==> config.mk <==
export PLATFORM = sky130hd
export DESIGN_NAME = ncpu_commit_top
export DESIGN_NICKNAME = d
export VERILOG_FILES = /design/src/rtl/ncpu_cmt_pkg.sv /design/src/rtl/difftest_pkg.sv /design/src/rtl/cmt_unit.sv /design/src/rtl/commit_tracer.sv /design/src/rtl/difftest.sv /design/src/rtl/irq_ctrl.sv /design/src/rtl/ncpu_commit_top.sv
export VERILOG_INCLUDE_DIRS = /design/src /design/src/rtl
export SDC_FILE = /design/constraint.sdc
export NUM_CORES = 2
export LEC_CHECK = 0
export CORE_MARGIN = 3
export CORE_UTILIZATION = 35
export CTS_CLUSTER_SIZE = 12
export DETAILED_ROUTE_END_ITERATION = 8
export DONT_BUFFER_PORTS = 1
export PLACE_DENSITY = 0.45
export SYNTH_ARGS = -nofsm -noshare
export SYNTH_HDL_FRONTEND = slang
export SYNTH_SLANG_ARGS = --single-unit
==> constraint.sdc <==
create_clock -name clk -period 10.4 [get_ports clk]
set_input_delay 0.52 -clock clk [delete_from_list [all_inputs] [get_ports clk]]
set_output_delay 0.52 -clock clk [all_outputs]
set_load 0.005 [all_outputs]
==> src/rtl/ncpu64k_params.svh <==
`ifndef NCPU64K_PARAMS_SVH
`define NCPU64K_PARAMS_SVH

// Word address, byte offset dropped
`define PC_W 30

`define CONFIG_DW 32

// Logical register file
`define NCPU_LRF_AW 5
`define NCPU_LRF_N 32

// Commit lanes per cycle
`define CMT_W 2

`define CONFIG_NUM_IRQ 8

// Vector of a cause is base + cause * 16
`define EXC_VECT_BASE 32'h0000_0100

`endif

==> src/rtl/ncpu_cmt_pkg.sv <==
`include "ncpu64k_params.svh"

package ncpu_cmt_pkg;

   typedef enum logic [1:0]
   {
      NONE    = 2'd0,
      ILLEGAL = 2'd1,
      SYSCALL = 2'd2,
      IRQ     = 2'd3
   } exc_cause_e;

   // One completed instruction from the back end
   typedef struct packed
   {
      logic                        valid;
      logic [`PC_W-1:0]            pc;
      logic [`NCPU_LRF_AW-1:0]     lrd;
      logic                        lrd_we;
      logic [`CONFIG_DW-1:0]       lrd_dat;
      exc_cause_e                  cause;
   } cmt_entry_t;

   // One commit cycle, all lanes
   typedef struct packed
   {
      logic [`CMT_W-1:0]                        fire;
      logic [`CMT_W-1:0][`PC_W-1:0]             pc;
      logic [`CMT_W-1:0][`NCPU_LRF_AW-1:0]      lrd;
      logic [`CMT_W-1:0][`CONFIG_DW-1:0]        lrd_dat;
      logic [`CMT_W-1:0]                        lrd_we;
      logic                                     exc;
      logic [31:0]                              exc_vect;
   } cmt_rec_t;

endpackage

==> src/rtl/difftest_pkg.sv <==
`include "ncpu64k_params.svh"

package difftest_pkg;

   import ncpu_cmt_pkg::*;

   // Commit record as seen by the trace, with the interrupt snapshot
   typedef struct packed
   {
      cmt_rec_t                    cmt;
      logic [`CONFIG_NUM_IRQ-1:0]  irqc_irr;
   } dt_rec_t;

   typedef struct packed
   {
      logic [31:0]                 commit_cnt;
      logic [15:0]                 exc_cnt;
      logic [31:0]                 last_exc_vect;
      logic [`CONFIG_NUM_IRQ-1:0]  last_irr;
   } trace_stat_t;

endpackage

==> src/rtl/cmt_unit.sv <==
`include "ncpu64k_params.svh"

module cmt_unit
   import ncpu_cmt_pkg::*;
(
   input  logic                    clk,
   input  logic                    rst,
   input  cmt_entry_t [`CMT_W-1:0] ent,
   input  logic                    stall,
   input  logic                    irq_pend,
   output logic                    cmt_p_ce_s1,
   output logic                    irq_ack,
   output cmt_rec_t                cmt
);

   cmt_rec_t   rec_nxt;
   exc_cause_e cause;

   function automatic logic [31:0] exc_vect(exc_cause_e c);
      return `EXC_VECT_BASE + {26'd0, c, 4'd0};
   endfunction

   assign cmt_p_ce_s1 = ~stall;

   always_comb
   begin
      rec_nxt = '0;
      cause = NONE;
      irq_ack = 1'b0;
      for (int i = 0; i < `CMT_W; i++)
      begin
         rec_nxt.pc[i] = ent[i].pc;
         rec_nxt.lrd[i] = ent[i].lrd;
         rec_nxt.lrd_dat[i] = ent[i].lrd_dat;
      end
      if (cmt_p_ce_s1 && ent[0].valid)
      begin
         if (irq_pend)
         begin
            // Interrupt replaces the oldest instruction
            cause = IRQ;
            irq_ack = 1'b1;
         end
         else if (ent[0].cause != NONE)
         begin
            cause = ent[0].cause;
         end
         else
         begin
            rec_nxt.fire[0] = 1'b1;
            rec_nxt.lrd_we[0] = ent[0].lrd_we;
            if (ent[1].valid)
            begin
               if (ent[1].cause != NONE)
               begin
                  cause = ent[1].cause;
               end
               else
               begin
                  rec_nxt.fire[1] = 1'b1;
                  rec_nxt.lrd_we[1] = ent[1].lrd_we;
               end
            end
         end
      end
      rec_nxt.exc = (cause != NONE);
      rec_nxt.exc_vect = exc_vect(cause);
   end

   always_ff @(posedge clk)
   begin
      cmt <= rec_nxt;
      if (rst)
      begin
         cmt.fire <= '0;
         cmt.lrd_we <= '0;
         cmt.exc <= 1'b0;
      end
   end

   // An exception cycle never retires the younger lane
   a_exc_no_lane1 : assert property (@(posedge clk) disable iff (rst)
      !(cmt.exc && cmt.fire[1]));

   // Retire stays in program order
   a_in_order : assert property (@(posedge clk) disable iff (rst)
      cmt.fire[1] |-> cmt.fire[0]);

endmodule

==> src/rtl/commit_tracer.sv <==
`include "ncpu64k_params.svh"

module commit_tracer
   import difftest_pkg::*;
(
   input  logic                     clk,
   input  logic                     rst,
   input  dt_rec_t                  dt,
   input  logic [`NCPU_LRF_AW-1:0]  rf_raddr,
   output logic [`CONFIG_DW-1:0]    rf_rdat,
   output trace_stat_t              stat
);

   logic [`CONFIG_DW-1:0] shadow_rf [`NCPU_LRF_N];

   // Lanes in order, so the younger write to a register lands last
   always_ff @(posedge clk)
   begin
      if (rst)
      begin
         for (int r = 0; r < `NCPU_LRF_N; r++)
            shadow_rf[r] <= '0;
      end
      else
      begin
         for (int i = 0; i < `CMT_W; i++)
         begin
            if (dt.cmt.fire[i] && dt.cmt.lrd_we[i])
               shadow_rf[dt.cmt.lrd[i]] <= dt.cmt.lrd_dat[i];
         end
      end
   end

   assign rf_rdat = shadow_rf[rf_raddr];

   always_ff @(posedge clk)
   begin
      if (rst)
      begin
         stat <= '0;
      end
      else
      begin
         stat.commit_cnt <= stat.commit_cnt + 32'($countones(dt.cmt.fire));
         if (dt.cmt.exc)
         begin
            stat.exc_cnt <= stat.exc_cnt + 16'd1;
            stat.last_exc_vect <= dt.cmt.exc_vect;
            stat.last_irr <= dt.irqc_irr;
         end
      end
   end

endmodule

==> src/rtl/difftest.sv <==
`include "ncpu64k_params.svh"

module difftest
   import ncpu_cmt_pkg::*;
   import difftest_pkg::*;
(
   input  logic                        clk,
   input  logic                        rst,
   input  cmt_rec_t                    cmt,
   input  logic                        cmt_p_ce_s1,
   input  logic [`CONFIG_NUM_IRQ-1:0]  msr_irqc_irr,
   output dt_rec_t                     dt
);

   logic [`CONFIG_NUM_IRQ-1:0] s1o_msr_irqc_irr;

   // Requests as the commit unit saw them on its last enabled edge
   always_ff @(posedge clk)
   begin
      if (cmt_p_ce_s1)
         s1o_msr_irqc_irr <= msr_irqc_irr;
   end

   // Trace tap, one cycle behind the commit record
   always_ff @(posedge clk)
   begin
      dt.cmt <= cmt;
      dt.irqc_irr <= s1o_msr_irqc_irr;
      if (rst)
      begin
         dt.cmt.fire <= '0;
         dt.cmt.lrd_we <= '0;
      end
   end

endmodule

==> src/rtl/irq_ctrl.sv <==
`include "ncpu64k_params.svh"

module irq_ctrl
(
   input  logic                        clk,
   input  logic                        rst,
   input  logic                        cmt_p_ce_s1,
   input  logic [`CONFIG_NUM_IRQ-1:0]  irq,
   input  logic                        irq_ack,
   input  logic                        msr_we,
   input  logic [`CONFIG_NUM_IRQ-1:0]  msr_wdat,
   output logic [`CONFIG_NUM_IRQ-1:0]  irqc_irr,
   output logic                        irq_pend
);

   logic [`CONFIG_NUM_IRQ-1:0] imr;

   // Sticky requests, taken lines cleared on ack
   always_ff @(posedge clk)
   begin
      if (rst)
         irqc_irr <= '0;
      else if (cmt_p_ce_s1)
         irqc_irr <= (irqc_irr & ~({`CONFIG_NUM_IRQ{irq_ack}} & imr)) | irq;
   end

   always_ff @(posedge clk)
   begin
      if (rst)
         imr <= '0;
      else if (msr_we)
         imr <= msr_wdat;
   end

   assign irq_pend = |(irqc_irr & imr);

   // Commit unit only takes an interrupt that is pending here
   a_ack_needs_pend : assert property (@(posedge clk) disable iff (rst)
      irq_ack |-> irq_pend);

endmodule

==> src/rtl/ncpu_commit_top.sv <==
`include "ncpu64k_params.svh"

module ncpu_commit_top
   import ncpu_cmt_pkg::*;
   import difftest_pkg::*;
(
   input  logic                        clk,
   input  logic                        rst,
   input  cmt_entry_t [`CMT_W-1:0]     ent,
   input  logic                        stall,
   input  logic [`CONFIG_NUM_IRQ-1:0]  irq,
   input  logic                        msr_we,
   input  logic [`CONFIG_NUM_IRQ-1:0]  msr_wdat,
   input  logic [`NCPU_LRF_AW-1:0]     rf_raddr,
   output logic [`CONFIG_DW-1:0]       rf_rdat,
   output trace_stat_t                 stat,
   output cmt_rec_t                    cmt
);

   logic                       cmt_p_ce_s1;
   logic [`CONFIG_NUM_IRQ-1:0] irqc_irr;
   logic                       irq_pend;
   logic                       irq_ack;
   dt_rec_t                    dt;

   irq_ctrl u_irq_ctrl
   (
      .clk         (clk),
      .rst         (rst),
      .cmt_p_ce_s1 (cmt_p_ce_s1),
      .irq         (irq),
      .irq_ack     (irq_ack),
      .msr_we      (msr_we),
      .msr_wdat    (msr_wdat),
      .irqc_irr    (irqc_irr),
      .irq_pend    (irq_pend)
   );

   cmt_unit u_cmt_unit
   (
      .clk         (clk),
      .rst         (rst),
      .ent         (ent),
      .stall       (stall),
      .irq_pend    (irq_pend),
      .cmt_p_ce_s1 (cmt_p_ce_s1),
      .irq_ack     (irq_ack),
      .cmt         (cmt)
   );

   difftest u_difftest
   (
      .clk          (clk),
      .rst          (rst),
      .cmt          (cmt),
      .cmt_p_ce_s1  (cmt_p_ce_s1),
      .msr_irqc_irr (irqc_irr),
      .dt           (dt)
   );

   commit_tracer u_commit_tracer
   (
      .clk      (clk),
      .rst      (rst),
      .dt       (dt),
      .rf_raddr (rf_raddr),
      .rf_rdat  (rf_rdat),
      .stat     (stat)
   );

endmodule

==> impl_metrics.json <==
{
  "yosysTopAreaCell": "edfxtp_1",
  "vias_per_cell": 5.90,
  "nNetsFinal": 4553,
  "power_density_mw_per_mm2": 179,
  "clockBufferDepth": 3,
  "min_path_type": "input port to flip-flop",
  "tightest_slew_ns": 3.53,
  "grt_pass1_wl_um": 301000,
  "critPathRequiredTime_ns": 9.88,
  "drtIter0Drc": 3363,
  "max_freq_mhz": 217,
  "hold_viol": 0,
  "synth-edff-count": 1032,
  "overflow": 0,
  "rsz0062_at_grt": "no",
  "numPortBuffers": 0,
  "synth_top_family_by_area": "compound AO/OA/AOI/OAI gates",
  "drv_cap": 0,
  "fin_skew_ns": 0.0454,
  "async_reset_ff_share_pct": 0,
  "path_clk_slew_ns": 0.06,
  "r2r_end": "u_commit_tracer.shadow_rf[20][9]$_DFFE_PP_",
  "dieArea_mm2": 0.175,
  "synth_most_common_cell": "a22o_1",
  "clock-sinks": 1337,
  "firstDrtPassIters": 5,
  "start_util_pct": 35.4,
  "setup_viol": 0,
  "antenna_found_initial": 3,
  "dp_cells": 6253,
  "cts_tree": "done",
  "holdPathStages": 2,
  "violations": "max-slew violations",
  "synthXorXnorAreaFrac_pct": 0.530,
  "synth.avg_cell_area_um2": 13.4,
  "critPathMaxStageDelay_ns": 1.18,
  "min_from": "rst",
  "row_count": 150,
  "cp_cell_sequence": "mux2i_1 -> a22o_1 -> nor3_1 -> a31oi_1 -> nand3_1",
  "grt_pass1_vias": 39700,
  "track_usage_pct": 23.7,
  "ir_drop_uv": 145,
  "muxShareOfSynthArea_pct": 8.96,
  "synthSimpleGateAreaFrac_pct": 4.34,
  "synth.area.top_cells": "edfxtp_1 (52%), a22o_1 (16%), dfxtp_1 (10%)",
  "area_growth_pct": 15.4,
  "ys_types": 49,
  "synth-adder-area-share_pct": 0.118,
  "dp_worst_setup_slack_ns": 6.23,
  "status": "finished with violations",
  "grt_max_degree": 513,
  "setup_tns_ns": 0,
  "worst-path-buf-inv": 0,
  "leakage_nw": 25.6,
  "cts_buffers": 157,
  "hold_ws_ns": 0.0708,
  "whs_endpoint": "u_commit_tracer.shadow_rf[1][28]$_DFFE_PP_",
  "path_max_fanout": 512,
  "htreeDepth": 4,
  "crit_family": "multiplexers",
  "slowest_stage": "mux2i_1",
  "vias": 39600,
  "ios": 458,
  "dieHeight_um": 418,
  "post_drt_wl_per_cell_um": 31.7,
  "end_kind": "output pin",
  "critPathLaunchType": "input port",
  "drt.antenna.violating_nets": 0,
  "min_period_ns": 4.60,
  "post_cts_resize_count": 0,
  "worst-r2r-setup-slack_ns": 6.59,
  "yosys_warnings": 0,
  "fin_cells": 6714,
  "synth_compound_area_share_pct": 19.0,
  "cp_data_arrival_time_ns": 4.08,
  "hpwl_um": 117000,
  "synth_ff_type": "edfxtp_1",
  "core_mm2": 0.168,
  "max-slew-margin-rel_pct": -135,
  "cts_setup_buffers": 0,
  "wirelength_um": 213000,
  "synth_top_area_share_pct": 52.1,
  "syn_area_mm2": 0.0595,
  "fin_ws_ns": 5.80,
  "critPathKind": "input port to output pin",
  "period_share_pct": 44.2,
  "clk_latency_ns": 0.80,
  "synthesis.instances": 4439,
  "synth_commonest_cells": "a22o_1 (1088), edfxtp_1 (1032), mux2i_1 (531)",
  "worst_r2r_path_depth": 5,
  "drc": 0,
  "clockRootBuffer": "clkbuf_16",
  "die_w_um": 418,
  "layout-drive-gt1-share_pct": 11.1,
  "total_power_mw": 12.3,
  "r2r-start": "u_difftest.dt[178]$_SDFF_PP0_",
  "gp_congestion": 0.785,
  "yosysSeqAreaShare_pct": 62.4,
  "slew_viol_final": 400,
  "ys_ff_latch": 1337
}
[worst reg2reg max path: cells and delay by family (launching register included)]
kind            cells  cell delay [ns]
simple gates        3             2.28
compound gates      1             0.18
buf+inv             1             0.43
flops               1             0.53
[cell families (layout without fill, tap and decap cells)]
kind of cell / count (synthesis) / after routing
other cells: 2 / 60
fa+ha+maj: 5 / 5
xor+xnor: 36 / 36
simple gates: 520 / 520
mux: 532 / 532
flops: 1337 / 1337
compound gates: 1383 / 1383
buf+inv: 624 / 637
[metrics by stage]
stage | util [%] | area (µm²)
after floorplan | - | 59700
final | 40.8 | 68600
after global placement | 36.7 | 61700
after CTS | 40.8 | 68600
after detailed placement | 36.7 | 61700
after global routing | 40.8 | 68600
[power breakdown]
part           leakage (nW)  internal, mW  total [mW]  switching, mW
logic                  9.82         0.251       0.804          0.552
clock network          2.52          3.18        5.50           2.32
registers              13.2          5.92        5.99         0.0713
[area by class of cell]
type | count | area, µm²
inverter | 20 | 75.1
clock inverter | 66 | 654
fill | 15400 | 99400
clock buffer | 221 | 4490
sequential | 1337 | 37100
multi-input combinational | 2535 | 20600
timing repair buffer | 330 | 2950
tap | 2204 | 2760
antenna | 1 | 2.50
[flip-flops by register name, summed over array words and instances (netlist names)]
signal	flops
u_commit_tracer.stat	59
u_commit_tracer.shadow_rf	1024
u_cmt_unit.cmt	141
u_difftest.dt	89
u_difftest.s1o_msr_irqc_irr	8
u_irq_ctrl.imr	8
u_irq_ctrl.irqc_irr	8
[layer usage]
metal | part of all wire (%) | global-route usage [%]
met5 | 0 | 0
met4 | 3.5 | 8.26
met3 | 5.8 | 4.06
met2 | 47 | 38.7
met1 | 43 | 31.7
[cells in the final DEF, fill, tap and decap left out, types with 18 or more instances in the layout]
| cell | instances |
|---|---|
| a22o_1 | 1088 |
| edfxtp_1 | 1032 |
| mux2i_1 | 531 |
| dfxtp_1 | 305 |
| dlygate4sd3_1 | 172 |
| clkbuf_16 | 163 |
| buf_4 | 155 |
| nand2_1 | 123 |
| nand3_1 | 113 |
| a21oi_1 | 112 |
| nor2_1 | 103 |
| a22oi_1 | 100 |
| conb_1 | 59 |
| nor3_1 | 42 |
| clkbuf_1 | 35 |
| a31oi_1 | 33 |
| o21ai_4 | 32 |
| nor2_4 | 31 |
| clkinv_1 | 23 |
| xnor2_1 | 21 |
| nor3_4 | 20 |
| clkinv_2 | 19 |
| inv_1 | 18 |
| clkbuf_8 | 18 |
[timing repair]
item                                   CTS  global route
endpoints found under the hold margin  220             0
setup endpoints to repair                0             0
hold buffers                           173             0
[worst max path at each step]
stage	from	end	slack (ns)	cells after the start
2_1_floorplan	rst	u_commit_tracer.shadow_rf[12][0]$_DFFE_PP_	6.20	6
3_3_place_gp	rf_raddr[2]	rf_rdat[3]	6.26	7
3_5_place_dp	rf_raddr[2]	rf_rdat[3]	6.23	7
4_1_cts	rf_raddr[2]	rf_rdat[3]	6.23	7
5_1_grt	rf_raddr[2]	rf_rdat[17]	6.24	7
6_report	rf_raddr[1]	rf_rdat[1]	5.80	5
Note: power is estimated with default switching activity, not from simulation.
